## src/common/soc_pkg.sv

```systemverilog
`default_nettype none

package soc_pkg;

  // word ram, 4 KiB
  localparam int unsigned RAM_WORDS = 1024;
  localparam int unsigned RAM_AW = 10;

  // region field is mem_addr[31:16]
  localparam int unsigned ADDR_REGION_W = 16;
  localparam logic [ADDR_REGION_W-1:0] REGION_UART = 16'h0040;
  localparam logic [ADDR_REGION_W-1:0] REGION_MULT = 16'h0042;

  // chip select bit positions
  localparam int unsigned CS_W = 3;
  localparam int unsigned CS_RAM = 0;
  localparam int unsigned CS_UART = 1;
  localparam int unsigned CS_MULT = 2;

  // peripheral register offset width, mem_addr[4:0]
  localparam int unsigned REG_AW = 5;

  // uart register map
  localparam logic [REG_AW-1:0] UART_STATUS = 5'h00;
  localparam logic [REG_AW-1:0] UART_TXDATA = 5'h04;
  localparam logic [REG_AW-1:0] UART_RXDATA = 5'h08;
  localparam logic [REG_AW-1:0] UART_LED = 5'h0C;

  // multiplier register map
  localparam logic [REG_AW-1:0] MULT_A = 5'h00;
  localparam logic [REG_AW-1:0] MULT_B = 5'h04;
  localparam logic [REG_AW-1:0] MULT_START = 5'h08;
  localparam logic [REG_AW-1:0] MULT_STATUS = 5'h0C;
  localparam logic [REG_AW-1:0] MULT_RESULT = 5'h10;

  // default serial timing
  localparam int unsigned DEF_CLK_FREQ = 50_000_000;
  localparam int unsigned DEF_BAUD = 9600;

  // read data before any select has been latched
  localparam logic [31:0] BUS_UNMAPPED = 32'h6666_6666;

endpackage

`default_nettype wire
```

## src/common/periph_bus_if.sv

```systemverilog
`timescale 1ns/1ps
`default_nettype none

interface periph_bus_if;
  import soc_pkg::*;

  // register offset for the peripherals
  logic [REG_AW-1:0] addr;
  // whole address, decoder and ram
  logic [31:0] full_addr;
  logic [31:0] wdata;
  logic [3:0] wmask;
  // single-cycle strobes
  logic rd;
  logic wr;

  modport source (output addr, output full_addr, output wdata, output wmask, output rd, output wr);
  modport target (input addr, input full_addr, input wdata, input wmask, input rd, input wr);

endinterface

`default_nettype wire

```

## src/mult/peripheral_mult.sv

```systemverilog
`timescale 1ns/1ps
`default_nettype none

module peripheral_mult (
  input  logic         clk,
  input  logic         rst_n,
  periph_bus_if.target bus,
  input  logic         cs,
  output logic [31:0]  rdata
);
  import soc_pkg::*;

  logic [15:0] a_q;
  logic [15:0] b_q;
  // upper half sums, lower half holds the remaining multiplier bits
  logic [31:0] acc_q;
  logic [4:0] step_q;
  logic busy_q;
  logic done_q;
  logic start;
  logic [16:0] sum;

  assign start = cs && bus.wr && (bus.addr == MULT_START) && !busy_q;
  assign sum = {1'b0, acc_q[31:16]} + (acc_q[0] ? {1'b0, a_q} : 17'd0);

  // start at edge 0, steps on edges 1..16, done with the last
  always_ff @(posedge clk or negedge rst_n) begin
    if (!rst_n) begin
      busy_q <= 1'b0;
      done_q <= 1'b0;
      step_q <= '0;
    end else if (start) begin
      busy_q <= 1'b1;
      done_q <= 1'b0;
      step_q <= '0;
    end else if (busy_q) begin
      step_q <= step_q + 5'd1;
      if (step_q == 5'd15) begin
        busy_q <= 1'b0;
        done_q <= 1'b1;
      end
    end
  end

  // operands frozen while a product is running
  always_ff @(posedge clk) begin
    if (cs && bus.wr && !busy_q) begin
      if (bus.addr == MULT_A) begin
        a_q <= bus.wdata[15:0];
      end
      if (bus.addr == MULT_B) begin
        b_q <= bus.wdata[15:0];
      end
    end
  end

  // shift-add, one multiplier bit per cycle
  always_ff @(posedge clk) begin
    if (start) begin
      acc_q <= {16'b0, b_q};
    end else if (busy_q) begin
      acc_q <= {sum, acc_q[15:1]};
    end
  end

  // status is {busy, done}
  always_ff @(posedge clk) begin
    if (cs && bus.rd) begin
      case (bus.addr)
        MULT_A:      rdata <= {16'b0, a_q};
        MULT_B:      rdata <= {16'b0, b_q};
        MULT_STATUS: rdata <= {30'b0, busy_q, done_q};
        MULT_RESULT: rdata <= acc_q;
        default:     rdata <= 32'b0;
      endcase
    end
  end

  a_step_range: assert property (
    @(posedge clk) disable iff (!rst_n) step_q <= 5'd16
  ) else $error("peripheral_mult: step counter out of range: %0d", step_q);

endmodule

`default_nettype wire

```

## src/flat_wrapper.sv

```systemverilog
// flat-port wrapper written by rule: the top's interface ports become plain ports
module peripheral_mult_flat import soc_pkg::*;
  (clk, rst_n, cs, rdata, bus_addr, bus_full_addr, bus_wdata, bus_wmask, bus_rd, bus_wr);
  periph_bus_if bus_i ();
  input  logic clk;
  input  logic rst_n;
  input  logic cs;
  output logic [31:0] rdata;
  input wire logic [$bits(bus_i.addr)-1:0] bus_addr;
  input wire logic [$bits(bus_i.full_addr)-1:0] bus_full_addr;
  input wire logic [$bits(bus_i.wdata)-1:0] bus_wdata;
  input wire logic [$bits(bus_i.wmask)-1:0] bus_wmask;
  input wire logic [$bits(bus_i.rd)-1:0] bus_rd;
  input wire logic [$bits(bus_i.wr)-1:0] bus_wr;
  assign bus_i.addr = bus_addr;
  assign bus_i.full_addr = bus_full_addr;
  assign bus_i.wdata = bus_wdata;
  assign bus_i.wmask = bus_wmask;
  assign bus_i.rd = bus_rd;
  assign bus_i.wr = bus_wr;
  peripheral_mult u_core (.clk(clk), .rst_n(rst_n), .bus(bus_i), .cs(cs), .rdata(rdata));
endmodule
```

## config.mk

```make
export PLATFORM = sky130hd
export DESIGN_NAME = peripheral_mult_flat
export DESIGN_NICKNAME = d
export VERILOG_FILES = /design/src/common/soc_pkg.sv /design/src/common/periph_bus_if.sv /design/src/mult/peripheral_mult.sv /design/src/flat_wrapper.sv
export SDC_FILE = /design/constraint.sdc
export NUM_CORES = 1
export LEC_CHECK = 0
export ABC_CLOCK_PERIOD_IN_PS = 6200
export BUFFER_PORTS_ARGS = -buffer_cell sky130_fd_sc_hd__buf_2
export CORE_MARGIN = 4
export CORE_UTILIZATION = 50
export CTS_BUF_LIST = sky130_fd_sc_hd__clkbuf_16
export CTS_CLUSTER_DIAMETER = 60
export DETAILED_ROUTE_END_ITERATION = 10
export GPL_TIMING_DRIVEN = 0
export PLACE_DENSITY = 0.81
export SLEW_MARGIN = 5
export SYNTH_ARGS = -nofsm -noshare
export SYNTH_HDL_FRONTEND = slang
export SYNTH_SLANG_ARGS = --single-unit
```

## constraint.sdc

```tcl
create_clock -name clk -period 6.2 [get_ports clk]
set_input_delay 0.93 -clock clk [delete_from_list [all_inputs] [get_ports clk]]
set_output_delay 0.93 -clock clk [all_outputs]
set_load 0.05 [all_outputs]
```

==> results.yml <==
run_status:
  status: "completed"
layout:
  drive_gt1_share_pct: 23.15
  num-fill-cells: 741
  post-route-cell-area_sq_um: 5513
  syn2layout_area_growth_pct: 16.28
  nets: 537
  fin_util_pct: 59.66
  antennaDiodeCount: 0
timing:
  worst_clock_skew_ns: 0.007706
  period_share_pct: 51.43
  finalSetupTns_ns: 0
  finalHoldViolations: 0
  worstMarginPinSlew_ns: 0.7985
  setup_viol: 0
  post-route-min-period_ns: 3.189
  max_slew_margin_pct: 46.33
  setup_ws_ns: 3.011
  rsz0062_at_grt: "false"
  max_freq_ghz: 0.3136
  drv_slew: 0
pwr:
  irDropWorstVdd_v: 0.0002236
  power_mw: 2.031
  power_density_nw_per_um2: 368.4
  leakage_nw: 2.280
yosys:
  muxShareOfSynthArea_pct: 4.434
  avgSynthCellArea_sq_um: 12.81
  synth_seq_cells: 103
  yosysWarnings: 0
  syn_nets: 467
  synthFlopType: "edfxtp_1"
  async_flop_share_pct: 6.796
  synth_compound_area_share_pct: 12.14
  synth_fa_ha_area_share_pct: 5.173
  synth_cells: 370
  synth_top_cells_by_count: "edfxtp_1 (80), nand2_1 (27), and3_1 (19), inv_1 (19), o21ai_0 (19)"
  ys_seq_area_share_pct: 61.12
  synthXorXnorAreaFrac_pct: 2.032
  synth_edf_count: 80
  yosys.area.top_type: "edfxtp_1"
  synth_most_common_cell: "edfxtp_1"
  synth_top_family_by_area: "compound AO/OA/AOI/OAI gates"
  synth.area.top_cells: "edfxtp_1 (51%), dfxtp_1 (6.8%), ha_1 (4.8%)"
  synth-simple-area-share_pct: 12.03
  synth_area_sq_um: 4741
  synthDistinctLibCells: 58
  synth_top_area_share_pct: 50.67
critical_path:
  r2r_slack_ns: 3.21
  cp-start-kind: "primary input"
  cp_top_family: "simple AND/OR/NAND/NOR gates"
  path_cells: "buf_2 > nor3_1 > nor3b_2 > buf_2 > nor3b_2 > buf_6"
  cp.required_ns: 6.26
  r2r_start: "u_core.acc_q[0]"
  cp.arrival_ns: 3.25
  critPathCaptureType: "flop"
  worstReg2RegEnd: "u_core.acc_q[27]"
  crit_path_max_incr_delay_ns: 0.63
  path_buf_inv: 3
  r2r.worst_path.cells: 10
  cp_max_fo: 10
  crit_path_top_delay_cell: "nor3b_2"
  critical_path_class: "primary input to flop"
  critical_path_depth: 6
route:
  dr.first_iter.drc_count: 282
  drt_wl_total_mm: 9.861
  dr.pass1.iters: 5
  wl_per_cell_microns: 17.18
  drc_errors: 0
  dr_total_vias: 3248
  antenna_left: 0
  vias_per_cell: 5.659
placement:
  dp_hpwl_mm: 7.134
  gp_congestion: 0.8576
  pre_cts_slack_ns: 2.669
  portBuffers: 56
  placed_area_sq_um: 5221
grt:
  grtUsageTotal_pct: 18.28
  grt_pass1_wl_mm: 15.90
  grt_max_degree: 33
  grt_pass1_vias: 3234
  grt_antenna_before_repair: 0
  gr-total-overflow: 0
clock_tree:
  cts_buffer_depth: 2
  holdBufCountCts: 0
  cts_max_level: 3
  insertion_delay_ns: 0.35
  clkTransAtPathRegs_ns: 0.07
  cts_tree: "done"
  postCtsSetupRepairBufs: 0
  cts_resized: 0
  clock-root-buffer: "clkbuf_16"
  numCtsBuffers: 9
  clock-sinks: 103
floorplan:
  die_area_sq_um: 11100
  initial_core_util_pct: 51.31
  core-area_sq_um: 9240
  fp.dieH_microns: 105.4
  die_w_microns: 105.4
  num_rows: 35
  pin_count: 110
run:
  maxCapViolations: 0
worst_hold_path:
  worst_hold_path_type: "primary input to async pin"
-- area by class of cell --
| cell class | count | area [sq um] | share of cell area [%] |
|---|---|---|---|
| Buffer | 17 | 73.82 | 1.339 |
| Clock buffer | 9 | 225.2 | 4.085 |
| Sequential cell | 103 | 2898 | 52.56 |
| Tap cell | 129 | 161.4 | 2.928 |
| Inverter | 19 | 71.32 | 1.294 |
| Clock inverter | 7 | 66.31 | 1.203 |
| Multi-Input combinational cell | 231 | 1710 | 31.03 |
| Timing Repair Buffer | 59 | 306.5 | 5.561 |
-- metal layers --
layer  vias up  track usage (%)  part of all wire, %
li1       1553                -                    -
met1      1527            22.75                   40
met2       147            31.42                   49
met3        21            4.103                  8.1
met4         0            6.186                  2.1
met5         -                0                    0
-- sequential cells by signal (all words and copies together) (netlist names) --
register,flops
u_core.a_q,16
u_core.acc_q,32
u_core.busy_q,1
u_core.done_q,1
u_core.b_q,16
u_core.step_q,5
u_core.rdata,32
-- power breakdown --
part           internal, mW  switching [mW]
sequential            0.857          0.0792
combinational         0.222           0.331
clock                 0.281           0.260
-- cell families (layout without fill, tap and decap cells) --
| group | count (synthesis) | after routing |
|---|---|---|
| compound gates | 78 | 78 |
| xor+xnor | 11 | 11 |
| fa+ha+maj | 19 | 19 |
| buf+inv | 36 | 111 |
| flops | 103 | 103 |
| mux | 19 | 19 |
| simple gates | 104 | 104 |
-- cells in the final DEF (no fill, tap or decap), types with 3 or more instances in the layout --
cell and n:
nand3_1 9, mux2_1 4, a21o_1 4, dfrtp_1 7
a21oi_1 14, o21ai_0 19, a22oi_1 4, and2_1 17
buf_2 61, a222oi_1 14, clkbuf_1 10, nor2_1 10
edfxtp_1 80, inv_1 20, o211ai_1 3, xnor2_1 6
nand2_1 27, clkbuf_16 9, dfxtp_1 16, and3_1 19
mux2i_1 3, xor2_1 5, mux2_2 12, o21bai_1 3
ha_1 18, buf_4 3
-- worst max-delay path by stage --
stage                            from              to  slack (ns)
after floorplan           bus_addr[4]   u_core.a_q[0]        2.67
after global placement    bus_addr[4]   u_core.a_q[5]        1.54
after detailed placement  bus_addr[4]   u_core.a_q[5]        2.67
after CTS                 bus_addr[4]  u_core.a_q[12]        3.03
after global routing      bus_addr[4]   u_core.a_q[7]        2.82
final                     bus_addr[4]   u_core.a_q[6]        3.01
-- through the flow --
stage,cells,hold slack (ns)
after floorplan,370,0.4406
after global placement,555,0.4564
after detailed placement,558,0.4741
after CTS,574,0.3959
after global routing,574,0.4033
final,574,0.3966
Power figures use the tool's default switching activity.
