[src/common/soc_pkg.sv]
`default_nettype none

package soc_pkg;

  // word ram, 4 KiB
  localparam int unsigned RAM_WORDS = 1024;
  localparam int unsigned RAM_AW = 10;

  // region field is mem_addr[31:16]
  localparam int unsigned ADDR_REGION_W = 16;
  localparam logic [ADDR_REGION_W-1:0] REGION_UART = 16'h0040;
  localparam logic [ADDR_REGION_W-1:0] REGION_MULT = 16'h0042;

  // chip select bit positions
  localparam int unsigned CS_W = 3;
  localparam int unsigned CS_RAM = 0;
  localparam int unsigned CS_UART = 1;
  localparam int unsigned CS_MULT = 2;

  // peripheral register offset width, mem_addr[4:0]
  localparam int unsigned REG_AW = 5;

  // uart register map
  localparam logic [REG_AW-1:0] UART_STATUS = 5'h00;
  localparam logic [REG_AW-1:0] UART_TXDATA = 5'h04;
  localparam logic [REG_AW-1:0] UART_RXDATA = 5'h08;
  localparam logic [REG_AW-1:0] UART_LED = 5'h0C;

  // multiplier register map
  localparam logic [REG_AW-1:0] MULT_A = 5'h00;
  localparam logic [REG_AW-1:0] MULT_B = 5'h04;
  localparam logic [REG_AW-1:0] MULT_START = 5'h08;
  localparam logic [REG_AW-1:0] MULT_STATUS = 5'h0C;
  localparam logic [REG_AW-1:0] MULT_RESULT = 5'h10;

  // default serial timing
  localparam int unsigned DEF_CLK_FREQ = 50_000_000;
  localparam int unsigned DEF_BAUD = 9600;

  // read data before any select has been latched
  localparam logic [31:0] BUS_UNMAPPED = 32'h6666_6666;

endpackage

`default_nettype wire
[src/common/periph_bus_if.sv]
`timescale 1ns/1ps
`default_nettype none

interface periph_bus_if;
  import soc_pkg::*;

  // register offset for the peripherals
  logic [REG_AW-1:0] addr;
  // whole address, decoder and ram
  logic [31:0] full_addr;
  logic [31:0] wdata;
  logic [3:0] wmask;
  // single-cycle strobes
  logic rd;
  logic wr;

  modport source (output addr, output full_addr, output wdata, output wmask, output rd, output wr);
  modport target (input addr, input full_addr, input wdata, input wmask, input rd, input wr);

endinterface

`default_nettype wire

[src/design/bus_decoder.sv]
`timescale 1ns/1ps
`default_nettype none

module bus_decoder (
  input  logic                     clk,
  input  logic                     rst_n,
  periph_bus_if.target             bus,
  output logic [soc_pkg::CS_W-1:0] cs,
  input  logic [31:0]              ram_rdata,
  input  logic [31:0]              uart_rdata,
  input  logic [31:0]              mult_rdata,
  output logic [31:0]              mem_rdata
);
  import soc_pkg::*;

  // select of the last read, zero until the first one
  logic [CS_W-1:0] sel_q;

  // region decode, anything unknown falls to ram
  always_comb begin
    cs = '0;
    case (bus.full_addr[31:32-ADDR_REGION_W])
      REGION_UART: cs[CS_UART] = 1'b1;
      REGION_MULT: cs[CS_MULT] = 1'b1;
      default:     cs[CS_RAM] = 1'b1;
    endcase
  end

  // blocks register their word on the same edge
  always_ff @(posedge clk or negedge rst_n) begin
    if (!rst_n) begin
      sel_q <= '0;
    end else if (bus.rd) begin
      sel_q <= cs;
    end
  end

  // read mux keyed by the latched select
  always_comb begin
    if (sel_q[CS_RAM]) begin
      mem_rdata = ram_rdata;
    end else if (sel_q[CS_UART]) begin
      mem_rdata = uart_rdata;
    end else if (sel_q[CS_MULT]) begin
      mem_rdata = mult_rdata;
    end else begin
      mem_rdata = BUS_UNMAPPED;
    end
  end

  // exactly one block owns every address
  a_cs_onehot: assert property (
    @(posedge clk) disable iff (!rst_n) $onehot(cs)
  ) else $error("bus_decoder: chip select not one-hot: %b", cs);

endmodule

`default_nettype wire

[src/flat_wrapper.sv]
// flat-port wrapper written by rule: the top's interface ports become plain ports
module bus_decoder_flat import soc_pkg::*;
  (clk, rst_n, cs, ram_rdata, uart_rdata, mult_rdata, mem_rdata, bus_addr, bus_full_addr, bus_wdata, bus_wmask, bus_rd, bus_wr);
  periph_bus_if bus_i ();
  input  logic clk;
  input  logic rst_n;
  output logic [soc_pkg::CS_W-1:0] cs;
  input  logic [31:0] ram_rdata;
  input  logic [31:0] uart_rdata;
  input  logic [31:0] mult_rdata;
  output logic [31:0] mem_rdata;
  input wire logic [$bits(bus_i.addr)-1:0] bus_addr;
  input wire logic [$bits(bus_i.full_addr)-1:0] bus_full_addr;
  input wire logic [$bits(bus_i.wdata)-1:0] bus_wdata;
  input wire logic [$bits(bus_i.wmask)-1:0] bus_wmask;
  input wire logic [$bits(bus_i.rd)-1:0] bus_rd;
  input wire logic [$bits(bus_i.wr)-1:0] bus_wr;
  assign bus_i.addr = bus_addr;
  assign bus_i.full_addr = bus_full_addr;
  assign bus_i.wdata = bus_wdata;
  assign bus_i.wmask = bus_wmask;
  assign bus_i.rd = bus_rd;
  assign bus_i.wr = bus_wr;
  bus_decoder u_core (.clk(clk), .rst_n(rst_n), .bus(bus_i), .cs(cs), .ram_rdata(ram_rdata), .uart_rdata(uart_rdata), .mult_rdata(mult_rdata), .mem_rdata(mem_rdata));
endmodule
[config.mk]
export PLATFORM = sky130hd
export DESIGN_NAME = bus_decoder_flat
export DESIGN_NICKNAME = d
export VERILOG_FILES = /design/src/common/soc_pkg.sv /design/src/common/periph_bus_if.sv /design/src/design/bus_decoder.sv /design/src/flat_wrapper.sv
export SDC_FILE = /design/constraint.sdc
export NUM_CORES = 1
export LEC_CHECK = 0
export ABC_AREA = 1
export BUFFER_PORTS_ARGS = -buffer_cell sky130_fd_sc_hd__buf_2
export CAP_MARGIN = 20
export CELL_PAD_IN_SITES_DETAIL_PLACEMENT = 0
export CELL_PAD_IN_SITES_GLOBAL_PLACEMENT = 1
export CORE_MARGIN = 2
export CORE_UTILIZATION = 12
export DETAILED_ROUTE_END_ITERATION = 12
export HOLD_SLACK_MARGIN = 0.15
export PLACE_DENSITY = 0.95
export SKIP_CTS_REPAIR_TIMING = 1
export SYNTH_ARGS = -nofsm -noshare
export SYNTH_HDL_FRONTEND = slang
export SYNTH_SLANG_ARGS = --single-unit
export TNS_END_PERCENT = 10
[constraint.sdc]
create_clock -name clk -period 3.1 [get_ports clk]
set_input_delay 0.31 -clock clk [delete_from_list [all_inputs] [get_ports clk]]
set_output_delay 0.31 -clock clk [all_outputs]
set_load 0.02 [all_outputs]
==> results of run 1 <==
[final timing paths]
| check | from | end | cells past startpoint | slack, ps |
|---|---|---|---|---|
| min reg2reg | u_core.sel_q[1]$_DFFE_PN0P_ | u_core.sel_q[1]$_DFFE_PN0P_ | 3 | 750 |
| min in group asynchronous | rst_n | u_core.sel_q[0]$_DFFE_PN0P_ | 2 | 420 |
| max in group asynchronous | rst_n | u_core.sel_q[2]$_DFFE_PN0P_ | 2 | 2570 |
| min | bus_rd | u_core.sel_q[0]$_DFFE_PN0P_ | 3 | 350 |
| max | u_core.sel_q[0]$_DFFE_PN0P_ | mem_rdata[27] | 4 | 910 |
| max reg2reg | u_core.sel_q[0]$_DFFE_PN0P_ | u_core.sel_q[0]$_DFFE_PN0P_ | 3 | 1710 |
[power by group through the flow]
stage	Combinational [W]	Sequential [W]	Clock (W)
finish	0.000217	0.0000459	0.000113
global route	0.000239	0.0000466	0.000120
CTS	0.000218	0.0000461	0.000116
detailed placement	0.000217	0.0000468	0
global placement	0.000214	0.0000468	0
floorplan	0.000110	0.0000416	0
[kinds of logic (layout without fill, tap and decap cells)]
logic type      Yosys count  in the layout  synth area share, %
buf+inv                  21            163                 16.7
compound gates           66             66                 39.9
flops                     3              3                 8.40
simple gates             73             73                 35.0
[cell usage after synthesis (all sizes together)]
master  count
a21oi      32
buf        12
clkbuf      2
dfrtp       3
inv         7
nand2      27
nand3      18
nor2       28
o21ai      18
o22ai      16
[per-stage QoR]
step                      cell area, µm²  utilization (%)
after floorplan                      893                -
after global placement              1660             23.0
after detailed placement            1660             23.0
after CTS                           1710             23.7
after global routing                1720             23.8
final                               1720             23.8
[worst register-to-register path: cells and delay by family (launching register included)]
kind	cells	cell delay (ps)
flip-flops	1	780
buffers and inverters	1	410
AND/OR/NAND/NOR	2	150
[cell type report]
| class | instances | area (µm²) | area share, % |
|---|---|---|---|
| multi-input cells | 139 | 669 | 39.0 |
| well taps | 99 | 124 | 7.21 |
| flip-flops and latches | 3 | 75.1 | 4.37 |
| clock buffers | 4 | 45.0 | 2.62 |
| repair buffers | 152 | 771 | 44.9 |
| inverters | 7 | 33.8 | 1.97 |
[metal layers]
layer / wire length, µm / vias to the layer above
li1: - / 854
met1: 1890 / 693
met2: 2140 / 79
met3: 305 / 2
met4: 12 / 0
met5: 0 / -
==> flow_metrics.py, run 1 <==
metrics = {
    "sta": {
        "slew_viol_final": 0,
        "rsz0062_at_grt": "no",
        "finalSetupViolCount": 0,
        "fin_setup_tns_ps": 0,
        "fin_ws_ps": 906,
        "fin_crit_sh_pct": 70.8,
        "relSlewSlack_pct": 43.2,
        "fin_crit_ps": 2190,
        "finalHoldViolCount": 0,
        "fin_skew_ps": 0,
        "fmax_ghz": 0.456,
        "tightest_slew_ps": 853,
        "fin_worst_hold_slack_ps": 353,
    },
    "pwr": {
        "intPower_w": 0.000228,
        "totalPowerFinal_w": 0.000375,
        "powerDensity_mw_per_mm2": 218,
        "p_switching_w": 0.000147,
        "power_frac_seq_pct": 12.2,
        "swShare_pct": 39.3,
        "leakagePower_nw": 0.931,
        "clkPwrFrac_pct": 30.0,
        "ir_worst_vdd_mv": 0.127,
        "power_frac_comb_pct": 57.8,
    },
    "setup_path": {
        "arrival_ps": 1880,
        "path_max_fanout": 23,
        "criticalPathCategory": "flop to output port",
        "cp_cell_sequence": "inv_1 > nor2_1 > a21oi_1 > buf_2",
        "slowest_delay_ps": 780,
        "slowest_stage": "dfrtp_1",
        "critPathLaunchType": "flop",
        "cp-end-kind": "output port",
        "critPathTopFamily": "flip-flops",
        "required_ps": 2790,
        "crit_buf_inv": 2,
    },
    "drt": {
        "vias_per_cell": 4.03,
        "wl_um": 4340,
        "via_count": 1628,
        "drt_first_iter_violations": 57,
        "drc": 0,
        "antenna_left": 0,
        "drt-wirelength-per-cell_um": 10.8,
        "drt_pass1_iterations": 4,
    },
    "yosys": {
        "syn-instance-count": 163,
        "synth_area_um2": 893,
        "syn_nets": 336,
        "synth_top_cell_area_share_pct": 17.9,
        "yosysSeqAreaShare_pct": 8.40,
        "yosysTopAreaCell": "a21oi_1",
        "ys_ff_latch": 3,
        "yosysUniqueCellTypes": 17,
        "synth.area.top_cells": "a21oi_1, nor2_1, nand2_1",
        "synth.avg_cell_area_um2": 5.48,
        "yosysWarnings": 0,
    },
    "die": {
        "coreArea_mm2": 0.00721,
        "dieArea_mm2": 0.00815,
        "die_height_um": 90.3,
        "io_pins": 208,
        "rows": 31,
        "start_util_pct": 12.4,
        "die_w_um": 90.3,
    },
    "global_route": {
        "grt_pass1_vias": 1551,
        "gr-max-usage-layer": "met2",
        "antenna_found_initial": 0,
        "grt_max_degree": 34,
        "grt_usage_pct": 10.0,
        "grt_remaining_overflow": 0,
        "grtUsageMet2_pct": 17.7,
        "use_met3_pct": 1.67,
        "grt_use_met1_pct": 12.6,
        "grt_pass1_wl_um": 6960,
    },
    "finish": {
        "areaGrowthSynthToFinish_pct": 92.3,
        "top_register": "u_core.sel_q",
        "final_common_cell": "buf_2",
        "reg_top3": "u_core.sel_q (3)",
        "layoutNonFillerInstCount": 404,
        "insertedDiodeCount": 0,
        "largest_reg_flops": 3,
        "layout_common_cells": "buf_2, a21oi_1, nor2_1",
        "drive_gt1_share_pct": 51.5,
        "final_nets": 479,
        "fillers": 829,
    },
    "cts": {
        "htree_levels": 1,
        "tritoncts": "done",
        "insertion_delay_ps": 210,
        "ctsRootBufferMaster": "clkbuf_8",
        "cts_buffers": 3,
        "clock_sinks": 3,
        "clock_path_buffers": 2,
        "clkSlewWorstSetupHoldPaths_ps": 30,
    },
    "placement": {
        "hpwl_um": 3460,
        "dp_slack_ps": 1050,
        "place_inst": 399,
        "place_congestion": 0.716,
        "port_buffers": 149,
    },
    "worst_hold_path": {
        "hold_path.class": "primary input to flop",
    },
    "job": {
        "cap_violations": 0,
    },
    "outcome": {
        "status": "finished clean",
    },
}
Power figures use the tool's default switching activity.
==> inputs of run 2 (changes only) <==
CORE_UTILIZATION = 10   (was 12)
PLACE_DENSITY = 0.88   (was 0.95)
clock period = 1.9 ns   (was 3.1 ns; I/O delays follow)
==> flow_metrics.py, run 2 (synthesis results as in run 1) <==
metrics = {
    "outcome": {
        "status": "finished clean",
    },
    "setup_path": {
        "slowest_delay_ps": 650,
        "rrSetupSlack_ps": 820,
        "required_ps": 1710,
        "rr_startpoint": "u_core.sel_q[2]$_DFFE_PN0P_",
        "slowest_stage": "dfrtp_1",
        "critPathLaunchType": "flop",
        "startpoint": "u_core.sel_q[2]$_DFFE_PN0P_",
        "cp_cell_sequence": "buf_4 > nand3_1 > a21oi_1 > buf_2",
        "cp-end-kind": "output port",
        "critPathCapture": "mem_rdata[20]",
        "path_max_fanout": 9,
        "criticalPathCategory": "flop to output port",
        "worst_r2r_endpoint": "u_core.sel_q[2]$_DFFE_PN0P_",
        "arrival_ps": 1550,
        "reg2reg_depth": 3,
    },
    "sta": {
        "tightest_slew_ps": 563,
        "fin_crit_ps": 1740,
        "fin_setup_tns_ps": 0,
        "fmax_ghz": 0.576,
        "rsz0062_at_grt": "no",
        "relSlewSlack_pct": 62.4,
        "finalSetupViolCount": 0,
        "fin_crit_sh_pct": 91.4,
        "slew_viol_final": 0,
        "finalHoldViolCount": 0,
        "fin_skew_ps": 0,
    },
    "placement": {
        "place_inst": 411,
        "hpwl_um": 3450,
        "place_congestion": 0.697,
        "port_buffers": 149,
    },
    "drt": {
        "drt-wirelength-per-cell_um": 10.5,
        "drt_pass1_iterations": 4,
        "drc": 0,
        "wl_um": 4380,
        "antenna_left": 0,
        "drt_first_iter_violations": 47,
        "vias_per_cell": 4.02,
        "via_count": 1674,
    },
    "cts": {
        "clock_sinks": 3,
        "ctsRootBufferMaster": "clkbuf_8",
        "clock_path_buffers": 2,
        "clkSlewWorstSetupHoldPaths_ps": 30,
        "cts_buffers": 3,
        "htree_levels": 1,
        "tritoncts": "done",
        "insertion_delay_ps": 210,
    },
    "die": {
        "die_height_um": 98.5,
        "rows": 34,
        "die_w_um": 98.5,
        "dieArea_mm2": 0.00971,
        "coreArea_mm2": 0.00868,
        "io_pins": 208,
        "start_util_pct": 10.3,
    },
    "pwr": {
        "swShare_pct": 39.3,
        "p_switching_w": 0.000242,
        "clkPwrFrac_pct": 29.9,
        "powerDensity_mw_per_mm2": 352,
        "power_frac_comb_pct": 59.3,
        "intPower_w": 0.000374,
        "power_frac_seq_pct": 10.8,
        "ir_worst_vdd_mv": 0.246,
        "leakagePower_nw": 0.947,
    },
    "finish": {
        "layoutNonFillerInstCount": 416,
        "drive_gt1_share_pct": 51.9,
        "post-route-util_pct": 20.2,
        "final_common_cell": "buf_2",
        "final_nets": 482,
        "layout_common_cells": "buf_2, a21oi_1, nor2_1",
        "top_register": "u_core.sel_q",
        "insertedDiodeCount": 0,
        "reg_top3": "u_core.sel_q (3)",
        "areaGrowthSynthToFinish_pct": 96.1,
        "largest_reg_flops": 3,
    },
    "job": {
        "cap_violations": 0,
    },
    "global_route": {
        "grt_pass1_vias": 1550,
        "grt_remaining_overflow": 0,
        "grt_max_degree": 39,
        "grt_pass1_wl_um": 6600,
        "grt_usage_pct": 8.12,
        "antenna_found_initial": 0,
    },
    "worst_hold_path": {
        "hold_path.class": "primary input to flop",
    },
}
run 2: cell types whose count changed in the layout (fill, tap and decap cells not counted):
cell	previous run	this run
buf_4	2	5
run 2: final cells by class:
type / count / area [µm²]
inverters: 7 / 33.8
fillers: 1016 / 6930
clock buffers: 4 / 45.0
flip-flops and latches: 3 / 75.1
multi-input cells: 139 / 669
repair buffers: 155 / 793
well taps: 108 / 135
run 2: how the worst min path moves through the flow:
stage,start,endpoint,slack [ps],cells after the start
after detailed placement,rst_n,u_core.sel_q[1]$_DFFE_PN0P_,-10,1
after global placement,rst_n,u_core.sel_q[1]$_DFFE_PN0P_,-10,1
after CTS,rst_n,u_core.sel_q[0]$_DFFE_PN0P_,-240,1
final,bus_rd,u_core.sel_q[0]$_DFFE_PN0P_,230,3
after global routing,bus_rd,u_core.sel_q[0]$_DFFE_PN0P_,260,3
after floorplan,rst_n,u_core.sel_q[0]$_DFFE_PN0P_,-110,0
run 2: power by group through the flow:
stage          Combinational (W)  Clock, W  Sequential (W)
2_1_floorplan           0.000179         0       0.0000678
3_3_place_gp            0.000361         0       0.0000675
3_5_place_dp            0.000365         0       0.0000675
4_1_cts                 0.000366  0.000189       0.0000668
5_1_grt                 0.000402  0.000198       0.0000672
6_report                0.000365  0.000184       0.0000668
run 2: worst max-delay path: cells and delay by family, from the launching register on:
kind	cells	cell delay, ps
simple gates	1	70
buf+inv	2	420
compound gates	1	190
flops	1	650
run 2: layer usage:
layer	vias up	GRT usage, %	wire, µm
met3	6	1.35	397
li1	864	-	-
met4	0	2.00	23
met2	98	17.2	2340
met1	706	7.93	1620
met5	-	0	0
run 2: per-stage QoR:
stage	power, W	setup WS, ps	hold slack [ps]	cell area, µm²
finish	0.000616	163	231	1750
global route	0.000667	95.0	257	1750
CTS	0.000622	163	-239	1740
detailed placement	0.000432	397	-12.9	1700
global placement	0.000429	402	-14.9	1700
floorplan	0.000247	580	-106	893
