<file path="config.mk">
export PLATFORM = sky130hd
export DESIGN_NAME = peripheral_uart_flat
export DESIGN_NICKNAME = d
export VERILOG_FILES = /design/src/common/soc_pkg.sv /design/src/common/periph_bus_if.sv /design/src/uart/peripheral_uart.sv /design/src/uart/uart_rx.sv /design/src/uart/uart_tx.sv /design/src/flat_wrapper.sv
export SDC_FILE = /design/constraint.sdc
export NUM_CORES = 1
export LEC_CHECK = 0
export BUFFER_PORTS_ARGS = -buffer_cell sky130_fd_sc_hd__buf_2
export CAP_MARGIN = 20
export CORE_ASPECT_RATIO = 2
export CORE_UTILIZATION = 48
export CTS_BUF_LIST = sky130_fd_sc_hd__clkbuf_2 sky130_fd_sc_hd__clkbuf_4 sky130_fd_sc_hd__clkbuf_8
export CTS_CLUSTER_DIAMETER = 120
export DETAILED_ROUTE_END_ITERATION = 12
export HOLD_SLACK_MARGIN = 0.1
export PLACE_DENSITY = 0.86
export SLEW_MARGIN = 5
export SYNTH_ARGS = -nofsm -noshare
export SYNTH_HDL_FRONTEND = slang
export SYNTH_SLANG_ARGS = --single-unit
</file>
<file path="constraint.sdc">
create_clock -name clk -period 1.83 [get_ports clk]
set_input_delay 0.4575 -clock clk [delete_from_list [all_inputs] [get_ports clk]]
set_output_delay 0.4575 -clock clk [all_outputs]
set_load 0.01 [all_outputs]
</file>
<file path="src/common/soc_pkg.sv">
`default_nettype none

package soc_pkg;

  // word ram, 4 KiB
  localparam int unsigned RAM_WORDS = 1024;
  localparam int unsigned RAM_AW = 10;

  // region field is mem_addr[31:16]
  localparam int unsigned ADDR_REGION_W = 16;
  localparam logic [ADDR_REGION_W-1:0] REGION_UART = 16'h0040;
  localparam logic [ADDR_REGION_W-1:0] REGION_MULT = 16'h0042;

  // chip select bit positions
  localparam int unsigned CS_W = 3;
  localparam int unsigned CS_RAM = 0;
  localparam int unsigned CS_UART = 1;
  localparam int unsigned CS_MULT = 2;

  // peripheral register offset width, mem_addr[4:0]
  localparam int unsigned REG_AW = 5;

  // uart register map
  localparam logic [REG_AW-1:0] UART_STATUS = 5'h00;
  localparam logic [REG_AW-1:0] UART_TXDATA = 5'h04;
  localparam logic [REG_AW-1:0] UART_RXDATA = 5'h08;
  localparam logic [REG_AW-1:0] UART_LED = 5'h0C;

  // multiplier register map
  localparam logic [REG_AW-1:0] MULT_A = 5'h00;
  localparam logic [REG_AW-1:0] MULT_B = 5'h04;
  localparam logic [REG_AW-1:0] MULT_START = 5'h08;
  localparam logic [REG_AW-1:0] MULT_STATUS = 5'h0C;
  localparam logic [REG_AW-1:0] MULT_RESULT = 5'h10;

  // default serial timing
  localparam int unsigned DEF_CLK_FREQ = 50_000_000;
  localparam int unsigned DEF_BAUD = 9600;

  // read data before any select has been latched
  localparam logic [31:0] BUS_UNMAPPED = 32'h6666_6666;

endpackage

`default_nettype wire
</file>
<file path="src/common/periph_bus_if.sv">
`timescale 1ns/1ps
`default_nettype none

interface periph_bus_if;
  import soc_pkg::*;

  // register offset for the peripherals
  logic [REG_AW-1:0] addr;
  // whole address, decoder and ram
  logic [31:0] full_addr;
  logic [31:0] wdata;
  logic [3:0] wmask;
  // single-cycle strobes
  logic rd;
  logic wr;

  modport source (output addr, output full_addr, output wdata, output wmask, output rd, output wr);
  modport target (input addr, input full_addr, input wdata, input wmask, input rd, input wr);

endinterface

`default_nettype wire

</file>
<file path="src/uart/peripheral_uart.sv">
`timescale 1ns/1ps
`default_nettype none

module peripheral_uart #(
  parameter int unsigned clk_freq = soc_pkg::DEF_CLK_FREQ,
  parameter int unsigned baud     = soc_pkg::DEF_BAUD
) (
  input  logic         clk,
  input  logic         rst_n,
  periph_bus_if.target bus,
  input  logic         cs,
  output logic [31:0]  rdata,
  input  logic         rxd,
  output logic         txd,
  output logic         led
);
  import soc_pkg::*;

  logic tx_start;
  logic tx_busy;
  logic [7:0] rx_byte;
  logic rx_done;
  logic [7:0] rx_data_q;
  logic rx_valid_q;
  logic led_q;
  logic rd_rxdata;

  // new frame only when the transmitter is free
  assign tx_start = cs && bus.wr && (bus.addr == UART_TXDATA) && !tx_busy;
  assign rd_rxdata = cs && bus.rd && (bus.addr == UART_RXDATA);
  assign led = led_q;

  uart_tx #(
    .clks_per_bit(clk_freq / baud)
  ) i_uart_tx (
    .clk  (clk),
    .rst_n(rst_n),
    .start(tx_start),
    .data (bus.wdata[7:0]),
    .busy (tx_busy),
    .txd  (txd)
  );

  uart_rx #(
    .clks_per_bit(clk_freq / baud)
  ) i_uart_rx (
    .clk  (clk),
    .rst_n(rst_n),
    .rxd  (rxd),
    .data (rx_byte),
    .done (rx_done)
  );

  // receive holding register, a new frame wins over the read clear
  always_ff @(posedge clk or negedge rst_n) begin
    if (!rst_n) begin
      rx_valid_q <= 1'b0;
      led_q <= 1'b0;
    end else begin
      if (rx_done) begin
        rx_valid_q <= 1'b1;
      end else if (rd_rxdata) begin
        rx_valid_q <= 1'b0;
      end
      if (cs && bus.wr && (bus.addr == UART_LED)) begin
        led_q <= bus.wdata[0];
      end
    end
  end

  always_ff @(posedge clk) begin
    if (rx_done) begin
      rx_data_q <= rx_byte;
    end
  end

  // register read, status is {rx valid, tx busy}
  always_ff @(posedge clk) begin
    if (cs && bus.rd) begin
      case (bus.addr)
        UART_STATUS: rdata <= {30'b0, rx_valid_q, tx_busy};
        UART_RXDATA: rdata <= {24'b0, rx_data_q};
        UART_LED:    rdata <= {31'b0, led_q};
        default:     rdata <= 32'b0;
      endcase
    end
  end

  // a start is accepted by an idle transmitter and makes it busy
  a_tx_start_idle: assert property (
    @(posedge clk) disable iff (!rst_n) tx_start |-> !tx_busy ##1 tx_busy
  ) else $error("peripheral_uart: transmit start not taken by an idle transmitter");

endmodule

`default_nettype wire

</file>
<file path="src/uart/uart_rx.sv">
`timescale 1ns/1ps
`default_nettype none

module uart_rx #(
  parameter int unsigned clks_per_bit = soc_pkg::DEF_CLK_FREQ / soc_pkg::DEF_BAUD
) (
  input  logic       clk,
  input  logic       rst_n,
  input  logic       rxd,
  output logic [7:0] data,
  output logic       done
);
  localparam int unsigned CNT_W = $clog2(clks_per_bit + 1);
  localparam logic [CNT_W-1:0] BIT_END = CNT_W'(clks_per_bit - 1);
  localparam logic [CNT_W-1:0] HALF = CNT_W'(clks_per_bit / 2);

  // two-flop synchronizer, idles high
  logic [1:0] sync_q;
  logic rxd_s;
  logic active_q;
  logic [CNT_W-1:0] cnt_q;
  // 0 start check, 1..8 data, 9 stop
  logic [3:0] bit_q;

  assign rxd_s = sync_q[1];

  always_ff @(posedge clk or negedge rst_n) begin
    if (!rst_n) begin
      sync_q <= 2'b11;
    end else begin
      sync_q <= {sync_q[0], rxd};
    end
  end

  always_ff @(posedge clk or negedge rst_n) begin
    if (!rst_n) begin
      active_q <= 1'b0;
      cnt_q <= '0;
      bit_q <= '0;
      done <= 1'b0;
    end else begin
      done <= 1'b0;
      if (!active_q) begin
        cnt_q <= '0;
        bit_q <= '0;
        // falling edge opens a frame
        if (!rxd_s) begin
          active_q <= 1'b1;
        end
      end else if (bit_q == 4'd0) begin
        if (cnt_q == HALF) begin
          cnt_q <= '0;
          // still low at mid start bit, else a glitch
          if (rxd_s) begin
            active_q <= 1'b0;
          end else begin
            bit_q <= 4'd1;
          end
        end else begin
          cnt_q <= cnt_q + 1'b1;
        end
      end else if (cnt_q == BIT_END) begin
        cnt_q <= '0;
        if (bit_q == 4'd9) begin
          active_q <= 1'b0;
          // bad stop bit drops the frame
          done <= rxd_s;
        end else begin
          bit_q <= bit_q + 4'd1;
        end
      end else begin
        cnt_q <= cnt_q + 1'b1;
      end
    end
  end

  // data bits sampled mid-period, lsb arrives first
  always_ff @(posedge clk) begin
    if (active_q && (bit_q != 4'd0) && (bit_q != 4'd9) && (cnt_q == BIT_END)) begin
      data <= {rxd_s, data[7:1]};
    end
  end

endmodule

`default_nettype wire

</file>
<file path="src/uart/uart_tx.sv">
`timescale 1ns/1ps
`default_nettype none

module uart_tx #(
  parameter int unsigned clks_per_bit = soc_pkg::DEF_CLK_FREQ / soc_pkg::DEF_BAUD
) (
  input  logic       clk,
  input  logic       rst_n,
  input  logic       start,
  input  logic [7:0] data,
  output logic       busy,
  output logic       txd
);
  localparam int unsigned CNT_W = $clog2(clks_per_bit + 1);
  localparam logic [CNT_W-1:0] BIT_END = CNT_W'(clks_per_bit - 1);

  // remaining bits, stop bit on top
  logic [8:0] shift_q;
  logic [CNT_W-1:0] cnt_q;
  // 0 start, 1..8 data, 9 stop
  logic [3:0] bit_q;

  always_ff @(posedge clk or negedge rst_n) begin
    if (!rst_n) begin
      busy <= 1'b0;
      txd <= 1'b1;
      cnt_q <= '0;
      bit_q <= '0;
    end else if (!busy) begin
      cnt_q <= '0;
      bit_q <= '0;
      if (start) begin
        busy <= 1'b1;
        // start bit goes out at once
        txd <= 1'b0;
      end
    end else if (cnt_q == BIT_END) begin
      cnt_q <= '0;
      if (bit_q == 4'd9) begin
        // stop bit done, line already high
        busy <= 1'b0;
      end else begin
        bit_q <= bit_q + 4'd1;
        txd <= shift_q[0];
      end
    end else begin
      cnt_q <= cnt_q + 1'b1;
    end
  end

  // lsb first, ones shifted in behind
  always_ff @(posedge clk) begin
    if (!busy && start) begin
      shift_q <= {1'b1, data};
    end else if (busy && (cnt_q == BIT_END) && (bit_q != 4'd9)) begin
      shift_q <= {1'b1, shift_q[8:1]};
    end
  end

endmodule

`default_nettype wire

</file>
<file path="src/flat_wrapper.sv">
// flat-port wrapper written by rule: the top's interface ports become plain ports
module peripheral_uart_flat import soc_pkg::*;
#(
  parameter int unsigned clk_freq = soc_pkg::DEF_CLK_FREQ,
  parameter int unsigned baud     = soc_pkg::DEF_BAUD
)
  (clk, rst_n, cs, rdata, rxd, txd, led, bus_addr, bus_full_addr, bus_wdata, bus_wmask, bus_rd, bus_wr);
  periph_bus_if bus_i ();
  input  logic clk;
  input  logic rst_n;
  input  logic cs;
  output logic [31:0] rdata;
  input  logic rxd;
  output logic txd;
  output logic led;
  input wire logic [$bits(bus_i.addr)-1:0] bus_addr;
  input wire logic [$bits(bus_i.full_addr)-1:0] bus_full_addr;
  input wire logic [$bits(bus_i.wdata)-1:0] bus_wdata;
  input wire logic [$bits(bus_i.wmask)-1:0] bus_wmask;
  input wire logic [$bits(bus_i.rd)-1:0] bus_rd;
  input wire logic [$bits(bus_i.wr)-1:0] bus_wr;
  assign bus_i.addr = bus_addr;
  assign bus_i.full_addr = bus_full_addr;
  assign bus_i.wdata = bus_wdata;
  assign bus_i.wmask = bus_wmask;
  assign bus_i.rd = bus_rd;
  assign bus_i.wr = bus_wr;
  peripheral_uart #(.clk_freq(clk_freq), .baud(baud)) u_core (.clk(clk), .rst_n(rst_n), .bus(bus_i), .cs(cs), .rdata(rdata), .rxd(rxd), .txd(txd), .led(led));
endmodule
</file>
==> flow_metrics.tcl, run 1 <==
set metrics [dict create \
    routed-wl-met2_mm 3.69 \
    place_area_um2 3920 \
    post_synth_mux_area_share_pct 3.34 \
    path_class "reg2reg" \
    initial_utilization_pct 49.5 \
    drt-wirelength-per-cell_um 14.1 \
    power.density_cell_area_nw_per_um2 703 \
    power_leakage_nw 1.71 \
    die_h_um 124 \
    syn_to_final_growth_pct 15.0 \
    clockRootBuffer "clkbuf_8" \
    synth_top_family_by_area "simple AND/OR/NAND/NOR gates" \
    cts.htree.levels 3 \
    critical_path.max_stage_delay_ns 0.39 \
    max_slew.worst_pin.slew_ns 0.537 \
    arrival_ns 2.14 \
    grt_overflow_total 0 \
    worst_setup_path_start_kind "register" \
    synth_xor_xnor_area_share_pct 4.63 \
    synthesis.instances 313 \
    status "finished with violations" \
    yosys_most_used_dff "dfrtp_1" \
    p_clk_share_pct 36.6 \
    cts.path.max_buffers 2 \
    finalMaxSlewViolations 0 \
    finalNetCount 454 \
    timing.hold.worst.class "in2async" \
    boundaryPins 113 \
    met3_wirelength_um 245 \
    critical_path_buf_inv_count 1 \
    crit_family "simple AND/OR/NAND/NOR gates" \
    number_of_synthesized_flops_with_an_enable_pin 32 \
    fill_cells 607 \
    grt_first_pass_wirelength_mm 11.2 \
    finalWirelength_mm 6.54 \
    cts_tree "done" \
    number_of_input_and_output_port_buffers_inserted 28 \
    setup_repair_after_global_routing_missed_its_margin "true" \
    drt.antenna.violating_nets 0 \
    total_power_mw 2.91 \
    synth_sequential_area_ratio_pct 56.0 \
    initialDrtViolationCount 133 \
    worst_path_required_ns 2.07 \
    met1_length_mm 2.37 \
    dr.pass1.iters 7 \
    via_count 2465 \
    place_hpwl_mm 4.80 \
    antenna_found_initial 0 \
    grt_max_degree 43 \
    cells_traversed_along_the_worst_timing_path "inv_2 -> ha_4 -> or3b_4 -> or3_1 -> o22a_2 -> o41ai_2" \
    synth-adder-area-share_pct 2.78 \
    critical-path-slowest-cell "dfrtp_1" \
    peakVddDrop_mv 0.398 \
    cts_buffers 9 \
    clkLatencyLatePin_ns 0.35 \
    post_synth_instance_area_um2 3600 \
    place_congestion 0.876 \
    drc_violations_left 0 \
    dieArea_um2 7870 \
    share_comb_of_total_power_pct 3.4 \
    rows 44 \
    cp-end-kind "register" \
    layout_worst_path_cycle_share_pct 104 \
    compound_gate_fraction_of_synth_area_pct 6.05 \
    cts.clk_slew.worst_paths_ns 0.07 \
    route.detailed.vias_per_inst 5.31 \
    critical_path_cell_count 6 \
    post-route-min-period_ns 1.89 \
    timing.max_cap.violations 0 \
    gr-usage-all-layers_pct 18.6 \
    power.share.switching_pct 22.1 \
    ys_async_sr_fraction_pct 56.8 \
    count_of_endpoints_failing_setup_in_the_final_report 7 \
    synth_cell_type_count 54 \
    synth_simple_gate_area_share_pct 19.5 \
    r2r_cells 6 \
    setup_slack_ns -0.0646 \
    total_switching_power_uw 641 \
    fin_area_um2 4140 \
    power_frac_seq_pct 60.1 \
    synthesis_warnings 0 \
    final_hold_viol_count 0 \
    cts_hold_buf 0 \
    failed_checks "setup timing" \
    critical_path_peak_fanout 5 \
    fin_worst_hold_slack_ns 0.160 \
    max_slew_margin_pct 64.2 \
    die_x_um 63.2 \
    core-area_um2 7270 \
    cell_internal_pwr_mw 2.26 \
    grt_pass1_vias 2451 \
    diodes 0 \
    route.top_layer_used "met4" \
    layout-drive-gt1-share_pct 26.1 \
    maxClockFrequency_mhz 528 \
    tritoncts_num_sinks 74 \
    ys_ff_latch 74 \
    clock_skew_after_layout_ns 0.00523 \
    avgSynthCellArea_um2 11.5 \
]
-- synth_stat cells, types with 3 or more instances --
master,count,share of area (%)
a21oi_1,7,0.97
and2_1,11,1.9
and3_1,4,0.70
buf_4,24,5.0
clkbuf_1,6,0.63
dfrtp_1,39,27
dfstp_2,3,2.2
edfxtp_1,32,27
ha_1,8,2.8
inv_1,13,1.4
mux2_2,8,2.5
mux2i_1,3,0.83
nand2_1,14,1.5
nand3_1,13,1.8
nand4_1,10,1.7
nor2_1,29,3.0
nor3_1,4,0.56
nor3b_1,3,0.63
nor4_1,6,1.0
nor4b_1,3,0.73
o21ai_0,8,1.1
or2_2,3,0.52
or3_1,6,1.0
xnor2_1,13,3.2
xor2_1,6,1.5
-- worst reg2reg max path, stage by stage (launching register included) --
cell     delay, ns
dfrtp_1       0.39
inv_2         0.08
ha_4          0.13
or3b_4        0.39
or3_1         0.32
o22a_2        0.24
o41ai_2       0.24
-- sequential cells by signal (all words and copies together) (netlist names), 2 cells and up --
signal                    cells
u_core.i_uart_rx.sync_q       2
u_core.i_uart_tx.cnt_q       13
u_core.i_uart_rx.bit_q        4
u_core.i_uart_tx.shift_q      8
u_core.i_uart_rx.cnt_q       13
u_core.i_uart_rx.data         8
u_core.i_uart_tx.bit_q        4
u_core.rdata                  8
u_core.rx_data_q              8
-- power by group through the flow --
stage | clock (mW) | sequential (mW) | combinational [mW]
3_3_place_gp | 0 | 1.78 | 0.0966
6_report | 1.06 | 1.75 | 0.0982
2_1_floorplan | 0 | 1.78 | 0.0758
4_1_cts | 1.10 | 1.75 | 0.0995
5_1_grt | 1.17 | 1.75 | 0.110
3_5_place_dp | 0 | 1.78 | 0.0991
-- per-stage QoR --
stage | setup slack (ns) | util, % | std cells | setup TNS (ns)
6_report | -0.0646 | 56.9 | 464 | -0.0919
5_1_grt | -0.137 | 56.9 | 464 | -1.12
4_1_cts | -0.0546 | 56.3 | 463 | -0.595
3_5_place_dp | -0.0691 | 53.9 | 447 | -0.383
3_3_place_gp | -0.0165 | 53.9 | 447 | -0.0231
2_1_floorplan | 0.00243 | - | 336 | 0
-- layout make-up --
cell class | instances | area [um2] | share of cell area [%]
clock buffer | 10 | 131 | 3.18
tap | 92 | 115 | 2.78
sequential | 74 | 2020 | 48.7
clock inverter | 6 | 33.8 | 0.817
inverter | 13 | 48.8 | 1.18
multi-input combinational | 216 | 1450 | 35.1
timing repair buffer | 53 | 340 | 8.23
-- metal layers --
layer | vias to the layer above | track usage, %
li1 | 1191 | -
met1 | 1178 | 19.0
met2 | 77 | 33.3
met3 | 19 | 3.85
met4 | 0 | 11.9
met5 | - | 0
-- cell families after synthesis --
| family | count (synthesis) |
|---|---|
| AND/OR/NAND/NOR | 123 |
| flip-flops | 74 |
| buffers and inverters | 46 |
| AO/OA/AOI/OAI | 31 |
| XOR/XNOR | 19 |
| multiplexers | 11 |
| adder cells (fa/ha/maj) | 8 |
| other | 1 |
-- final timing paths --
check                                           start                    endpoint  slack [ns]
min reg2reg                u_core.i_uart_rx.sync_q[0]  u_core.i_uart_rx.sync_q[1]        0.36
max                         u_core.i_uart_rx.bit_q[0]   u_core.i_uart_rx.bit_q[2]       -0.06
min                                             rst_n   u_core.i_uart_rx.bit_q[2]        0.16
min in group clk                                  rxd  u_core.i_uart_rx.sync_q[0]        0.20
max reg2reg                 u_core.i_uart_rx.bit_q[0]   u_core.i_uart_rx.bit_q[2]       -0.06
max in group asynchronous                       rst_n        u_core.i_uart_tx.txd        1.28
-- cells in the final DEF, fill, tap and decap left out, types with 2 or more instances in the layout --
| master | count |
|---|---|
| dfrtp_1 | 39 |
| or2_2 | 2 |
| edfxtp_1 | 32 |
| nand2_1 | 13 |
| a21oi_1 | 7 |
| clkbuf_8 | 9 |
| nor2_1 | 29 |
| and4b_1 | 2 |
| xor2_1 | 6 |
| o21ai_0 | 8 |
| o221ai_2 | 2 |
| xnor2_1 | 13 |
| mux2_2 | 8 |
| and2_1 | 11 |
| ha_1 | 7 |
| dfstp_2 | 3 |
| clkinv_1 | 2 |
| nand3b_1 | 2 |
| mux2i_1 | 3 |
| nor3b_1 | 3 |
| and4_1 | 2 |
| o211ai_1 | 2 |
| nor4bb_1 | 2 |
| nor4_1 | 6 |
| buf_4 | 24 |
| conb_1 | 24 |
| nor4b_1 | 3 |
| nor3_1 | 4 |
| or3_1 | 6 |
| inv_2 | 2 |
| inv_1 | 11 |
| nand3_1 | 13 |
| nand4_1 | 10 |
| buf_2 | 28 |
| and3_1 | 3 |
| clkinv_2 | 2 |
-- timing repair --
action	CTS	global route
setup endpoints to repair	25	33
setup buffers	0	1
resized for setup	4	8
gates cloned	0	0
pin swaps	1	3
(Power assumes the default switching activity.)
==> inputs of run 2 (changes only) <==
--- a/config.mk
+++ b/config.mk
@@ -5,6 +5,7 @@
 export SDC_FILE = /design/constraint.sdc
 export NUM_CORES = 1
 export LEC_CHECK = 0
+export ABC_AREA = 1
 export BUFFER_PORTS_ARGS = -buffer_cell sky130_fd_sc_hd__buf_2
 export CAP_MARGIN = 20
 export CORE_ASPECT_RATIO = 2
@@ -13,7 +14,7 @@
 export CTS_CLUSTER_DIAMETER = 120
 export DETAILED_ROUTE_END_ITERATION = 12
 export HOLD_SLACK_MARGIN = 0.1
-export PLACE_DENSITY = 0.86
+export PLACE_DENSITY = 0.85
 export SLEW_MARGIN = 5
 export SYNTH_ARGS = -nofsm -noshare
 export SYNTH_HDL_FRONTEND = slang
==> run 2 against run 1 <==
- the run now ends clean
- worst hold slack gained 0.030 ns
- sequential cell count stayed put
- final cell count rose by 23%
- area after synthesis up 6.3%
- critical path depth is 2 higher
- via count increased by 18%
- first-iteration DRC count up 110%
- clock power rose by 34%
- sequential share of layout area down 1.8 points
- power is 13% higher
- largest power group unchanged
- highest routed layer unchanged
==> flow_metrics.tcl, run 2 <==
set metrics [dict create \
    status "finished clean" \
    final_hold_viol_count 0 \
    drt.antenna.violating_nets 0 \
    ys_ff_latch 74 \
    die_h_um 128 \
    yosys_most_used_dff "dfrtp_1" \
    finalWirelength_mm 7.65 \
    boundaryPins 113 \
    synth_sequential_area_ratio_pct 52.7 \
    layout-drive-gt1-share_pct 17.9 \
    power_frac_seq_pct 53.4 \
    synthTopCellsByCount "nand2_1 (98), inv_1 (55), nor2_1 (50), dfrtp_1 (39), edfxtp_1 (32)" \
    critical-path-top-cell-by-count "nand2_1" \
    total_switching_power_uw 701 \
    peakVddDrop_mv 0.460 \
    maxClockFrequency_mhz 583 \
    gr-usage-all-layers_pct 20.6 \
    place_congestion 0.880 \
    number_of_synthesized_flops_with_an_enable_pin 32 \
    finalMaxSlewViolations 0 \
    layout_common_cells "nand2_1 (97), inv_1 (55), nor2_1 (50)" \
    grt_pass1_vias 3003 \
    synth_cell_type_count 39 \
    largest_registers "u_core.i_uart_rx.cnt_q (13), u_core.i_uart_tx.cnt_q (13)" \
    mostFrequentLayoutCell "nand2_1" \
    avgSynthCellArea_um2 8.93 \
    cells_traversed_along_the_worst_timing_path "ha_4 -> nand2_2 -> inv_1 -> nand2_1 -> nor2_2 -> nand2_1 -> nor3b_2 -> buf_6" \
    antenna_found_initial 0 \
    grt_max_degree 25 \
    cts.htree.levels 3 \
    via_count 2897 \
    netlist.area_leader.share_pct 25.5 \
    synth_top_cells_by_area "dfrtp_1 (26%), edfxtp_1 (25%), nand2_1 (9.6%)" \
    dieArea_um2 8350 \
    critical_path.max_stage_delay_ns 0.44 \
    share_comb_of_total_power_pct 3.3 \
    die_x_um 65.1 \
    critical_path_peak_fanout 8 \
    tritoncts_num_sinks 74 \
    number_of_input_and_output_port_buffers_inserted 28 \
    synthesis_warnings 0 \
    syn_to_final_growth_pct 12.4 \
    layout_worst_path_cycle_share_pct 93.8 \
    fin_worst_hold_slack_ns 0.190 \
    power_leakage_nw 2.01 \
    path_class "reg2reg" \
    synthesis.instances 428 \
    power.density_cell_area_nw_per_um2 761 \
    timing.max_cap.violations 0 \
    setup_repair_after_global_routing_missed_its_margin "false" \
    ys_async_sr_fraction_pct 56.8 \
    cts_buffers 9 \
    core-area_um2 7660 \
    initialDrtViolationCount 282 \
    cts.path.max_buffers 2 \
    count_of_endpoints_failing_setup_in_the_final_report 0 \
    post-route-min-period_ns 1.72 \
    post_synth_instance_area_um2 3820 \
    rows 45 \
    clock_skew_after_layout_ns 0.00945 \
    most_common_cell_in_the_synthesized_netlist "nand2_1" \
    worst_setup_path_start_kind "register" \
    total_power_mw 3.27 \
    drc_violations_left 0 \
    initial_utilization_pct 49.9 \
    power.share.switching_pct 21.4 \
    critical-path-slowest-cell "dfrtp_2" \
    finalNetCount 558 \
    route.detailed.vias_per_inst 5.08 \
    grt_first_pass_wirelength_mm 13.0 \
    grt_overflow_total 0 \
    cts.clk_slew.worst_paths_ns 0.08 \
    critical_path_buf_inv_count 2 \
    cell_internal_pwr_mw 2.57 \
    synth_largest_area_cell "dfrtp_1" \
    arrival_ns 1.79 \
    cp-end-kind "register" \
    clockRootBuffer "clkbuf_8" \
    crit_family "simple AND/OR/NAND/NOR gates" \
    drt-wirelength-per-cell_um 13.4 \
    p_clk_share_pct 43.3 \
    place_hpwl_mm 5.67 \
    dr.pass1.iters 4 \
    cts_tree "done" \
    diodes 0 \
    worst_path_required_ns 1.90 \
    timing.hold.worst.class "in2reg" \
    fin_setup_tns_ns 0 \
    clkLatencyLatePin_ns 0.36 \
]
-- run 2: changes by cell type after synthesis, sizes merged, moves of 4 or more --
cell | previous run | this run
nand2 | 14 | 105
inv | 13 | 58
nor2 | 29 | 55
nand3 | 13 | 30
xnor2 | 13 | 1
nor3 | 4 | 15
and2 | 11 | 1
mux2 | 8 | 0
a21oi | 7 | 13
clkbuf | 6 | 0
or3 | 6 | 0
nor4 | 6 | 1
and3 | 4 | 0
xor2 | 6 | 10
-- run 2: path summary, 6_finish.rpt --
check                                      startpoint  cells past startpoint  slack (ns)                          to
min                                               rxd                      1        0.19  u_core.i_uart_rx.sync_q[0]
min reg2reg                u_core.i_uart_rx.sync_q[0]                      0        0.37  u_core.i_uart_rx.sync_q[1]
max in group asynchronous                       rst_n                      3        0.68        u_core.i_uart_tx.txd
max                         u_core.i_uart_rx.cnt_q[0]                      8        0.11    u_core.i_uart_rx.data[6]
max reg2reg                 u_core.i_uart_rx.cnt_q[0]                      8        0.11    u_core.i_uart_rx.data[6]
min in group asynchronous                       rst_n                      2        0.58   u_core.i_uart_rx.cnt_q[3]
-- run 2: per-layer routing --
layer	vias up	wire length [um]	part of all wire (%)	track usage, %
met5	-	0	0	0
met4	0	357	4.7	12.3
met3	34	310	4.1	4.63
met2	108	4360	57	39.6
met1	1344	2630	34	18.7
li1	1411	-	-	-
-- run 2: kinds of logic after synthesis --
family	count (synthesis)	share of synthesized area (%)
buf+inv	86	11.1
fa+ha+maj	8	2.62
simple gates	222	26.8
flops	74	52.7
compound gates	26	4.09
xor+xnor	11	2.52
other cells	1	0.0981
-- run 2: final cells by class --
cell class / instances / area, um2
well taps: 94 / 118
fillers: 659 / 3360
clock inverters: 5 / 80.1
flip-flops and latches: 74 / 2020
inverters: 59 / 223
multi-input cells: 291 / 1490
repair buffers: 36 / 231
clock buffers: 11 / 139
-- run 2: timing repair --
item	4_1_cts	5_1_grt
gates resized for setup	0	6
setup buffers	0	1
hold buffers	1	0
endpoints found under the setup margin	0	27
endpoints found under the hold margin	16	0
-- run 2: power by group through the flow --
stage | clock (mW) | sequential (mW) | combinational, mW
final | 1.42 | 1.75 | 0.109
after global routing | 1.51 | 1.75 | 0.125
after CTS | 1.44 | 1.75 | 0.109
after detailed placement | 0 | 1.78 | 0.108
after global placement | 0 | 1.78 | 0.104
after floorplan | 0 | 1.78 | 0.0808
-- run 2: metrics by stage --
stage | instances | instance area (um2) | util (%) | setup slack (ns)
final | 570 | 4300 | 56.1 | 0.114
after global routing | 570 | 4300 | 56.1 | 0.00895
after CTS | 569 | 4270 | 55.8 | 0.0190
after detailed placement | 552 | 4040 | 52.8 | 0.0247
after global placement | 552 | 4040 | 52.8 | 0.127
after floorplan | 451 | 3910 | - | 0.0634
-- run 2: worst register-to-register path, stage by stage, from the launching register on --
cell and delay [ns]:
dfrtp_2 0.44, ha_4 0.16, nand2_2 0.09, inv_1 0.09, nand2_1 0.06, nor2_2 0.12, nand2_1 0.09, nor3b_2 0.21
buf_6 0.16
==> inputs of run 3 (changes only) <==
--- a/config.mk
+++ b/config.mk
@@ -9,12 +9,12 @@
 export BUFFER_PORTS_ARGS = -buffer_cell sky130_fd_sc_hd__buf_2
 export CAP_MARGIN = 20
 export CORE_ASPECT_RATIO = 2
-export CORE_UTILIZATION = 48
+export CORE_UTILIZATION = 54
 export CTS_BUF_LIST = sky130_fd_sc_hd__clkbuf_2 sky130_fd_sc_hd__clkbuf_4 sky130_fd_sc_hd__clkbuf_8
 export CTS_CLUSTER_DIAMETER = 120
 export DETAILED_ROUTE_END_ITERATION = 12
 export HOLD_SLACK_MARGIN = 0.1
-export PLACE_DENSITY = 0.85
+export PLACE_DENSITY = 0.9
 export SLEW_MARGIN = 5
 export SYNTH_ARGS = -nofsm -noshare
 export SYNTH_HDL_FRONTEND = slang
==> constraint.sdc (replaced) <==
create_clock -name clk -period 1.9 [get_ports clk]
set_input_delay 0.475 -clock clk [delete_from_list [all_inputs] [get_ports clk]]
set_output_delay 0.475 -clock clk [all_outputs]
set_load 0.01 [all_outputs]
==> run 3 against run 2 <==
- register-to-register slack improved by 0.04 ns
- power decreased by 12%
- combinational power down 5%
- clock-buffer cell count down 2
- routed wire length fell by 4.8%
- setup slack better by 0.036 ns
- sequential cell count stayed put
- first-iteration DRC count shrank 58%
- clock skew down 0.0015 ns
- die area shrank 11%
- non-clock buffer count decreased by 3
- sequential power decreased by 4%
- critical endpoint is now u_core.i_uart_rx.data[5]
- largest cell class unchanged
- largest power group unchanged
==> flow_metrics.tcl, run 3 (synthesis results as in run 2) <==
set metrics [dict create \
    status "finished clean" \
    initialDrtViolationCount 118 \
    fin_setup_tns_ns 0 \
    gr-usage-all-layers_pct 21.9 \
    drt.antenna.violating_nets 0 \
    worstHoldPathCells 1 \
    grt_max_degree 28 \
    antenna_found_initial 0 \
    cts_buffers 9 \
    cts.repair_timing.setup_buffer_count 0 \
    cts.path.max_buffers 2 \
    place_congestion 0.902 \
    place_hpwl_mm 5.44 \
    grt_first_pass_wirelength_mm 11.8 \
    grt_overflow_total 0 \
    tritoncts_num_sinks 74 \
    number_of_input_and_output_port_buffers_inserted 28 \
    grt_pass1_vias 2855 \
    final_hold_viol_count 0 \
    r2r_cells 8 \
    dieArea_um2 7440 \
    drc_violations_left 0 \
    via_count 2894 \
    dr.pass1.iters 4 \
    worst_path_required_ns 1.97 \
    die_x_um 61.5 \
    crit_family "simple AND/OR/NAND/NOR gates" \
    initial_utilization_pct 55.5 \
    path_class "reg2reg" \
    die_h_um 121 \
    fin_worst_hold_slack_ns 0.218 \
    arrival_ns 1.82 \
    critical_path_cell_count 8 \
    finalWirelength_mm 7.29 \
    cts.htree.levels 3 \
    power_leakage_nw 1.98 \
    critical-path-slowest-cell "dfrtp_2" \
    finalNonFillerCells 563 \
    cp-end-kind "register" \
    boundaryPins 113 \
    maxClockFrequency_mhz 571 \
    cts.clk_slew.worst_paths_ns 0.08 \
    power.density_cell_area_nw_per_um2 688 \
    setup_repair_after_global_routing_missed_its_margin "false" \
    cells_traversed_along_the_worst_timing_path "ha_1 -> nand2_2 -> inv_1 -> nand2_1 -> nor2_2 -> nand2_1 -> nor3b_2 -> buf_4" \
    fill_cells 582 \
    clock_skew_after_layout_ns 0.00795 \
    finalNetCount 555 \
    layout-drive-gt1-share_pct 16.9 \
    drt-wirelength-per-cell_um 12.9 \
    cts_tree "done" \
    count_of_endpoints_failing_setup_in_the_final_report 0 \
    setup_slack_ns 0.150 \
    syn_to_final_growth_pct 9.85 \
    largest_registers "u_core.i_uart_rx.cnt_q (13), u_core.i_uart_tx.cnt_q (13)" \
    ff_latch_area_um2 2020 \
    worst_setup_path_start_kind "register" \
    rows 43 \
    timing.hold.worst.class "in2reg" \
    route.detailed.vias_per_inst 5.14 \
    clockRootBuffer "clkbuf_8" \
    finalMaxSlewViolations 0 \
    multiInputGateArea_um2 1480 \
    fin_area_um2 4200 \
    core-area_um2 6890 \
    place_inst 546 \
    mostFrequentLayoutCell "nand2_1" \
    timing.max_cap.violations 0 \
    critical_path.max_stage_delay_ns 0.43 \
    clkLatencyLatePin_ns 0.36 \
    critical_path_buf_inv_count 2 \
    critical-path-top-cell-by-count "nand2_1" \
    diodes 0 \
    post-route-min-period_ns 1.75 \
    layout_common_cells "nand2_1 (97), inv_1 (55), nor2_1 (50)" \
    place_area_um2 4010 \
    peakVddDrop_mv 0.559 \
    pre_cts_setup_slack_ns 0.134 \
    layout_worst_path_cycle_share_pct 92.1 \
    critical_path_peak_fanout 8 \
]
-- run 3: changes by cell type in the layout (fill, tap and decap cells not counted), moves of 2 or more --
cell and change:
bufinv_16 -2, clkbuf_4 -2, clkinv_4 +3, clkinvlp_4 -2, inv_6 +2
-- run 3: path summary, 6_finish.rpt --
check	startpoint	endpoint	slack [ns]
worst min-delay path	rxd	u_core.i_uart_rx.sync_q[0]	0.22
worst max register to register	u_core.i_uart_rx.cnt_q[0]	u_core.i_uart_rx.data[5]	0.15
max in group asynchronous	rst_n	u_core.i_uart_rx.cnt_q[0]	0.84
worst min register to register	u_core.i_uart_rx.sync_q[0]	u_core.i_uart_rx.sync_q[1]	0.36
min in group asynchronous	rst_n	u_core.i_uart_rx.bit_q[0]	0.58
worst max-delay path	u_core.i_uart_rx.cnt_q[0]	u_core.i_uart_rx.data[5]	0.15
-- run 3: what timing repair did --
item | CTS | global route
hold buffers | 1 | 0
endpoints found under the setup margin | 0 | 8
resized for setup | 0 | 2
hold endpoints to repair | 12 | 0
-- run 3: power by group --
part	internal, mW	switching (mW)
sequential	1.68	0.00525
combinational	0.0310	0.0728
clock	0.484	0.621
total	2.19	0.699
-- run 3: cell type report --
type                    instances  share of cell area (%)
flip-flops and latches         74                    48.0
multi-input cells             291                    35.2
inverters                      59                    5.30
repair buffers                 33                    4.59
clock buffers                   9                    2.95
well taps                      90                    2.68
clock inverters                 7                    1.28
-- run 3: metal layers --
layer | global-route usage [%] | share of wire, % | vias to the layer above
met5 | 0 | 0 | -
met4 | 15.6 | 5.3 | 0
met3 | 5.76 | 4.3 | 36
met2 | 38.6 | 56 | 103
met1 | 20.2 | 34 | 1352
li1 | - | - | 1403
-- run 3: through the flow --
| stage | total power, mW | util (%) |
|---|---|---|
| 2_1_floorplan | 1.80 | - |
| 3_3_place_gp | 1.81 | 58.2 |
| 3_5_place_dp | 1.82 | 58.2 |
| 4_1_cts | 2.92 | 60.9 |
| 5_1_grt | 3.00 | 61.0 |
| 6_report | 2.89 | 61.0 |
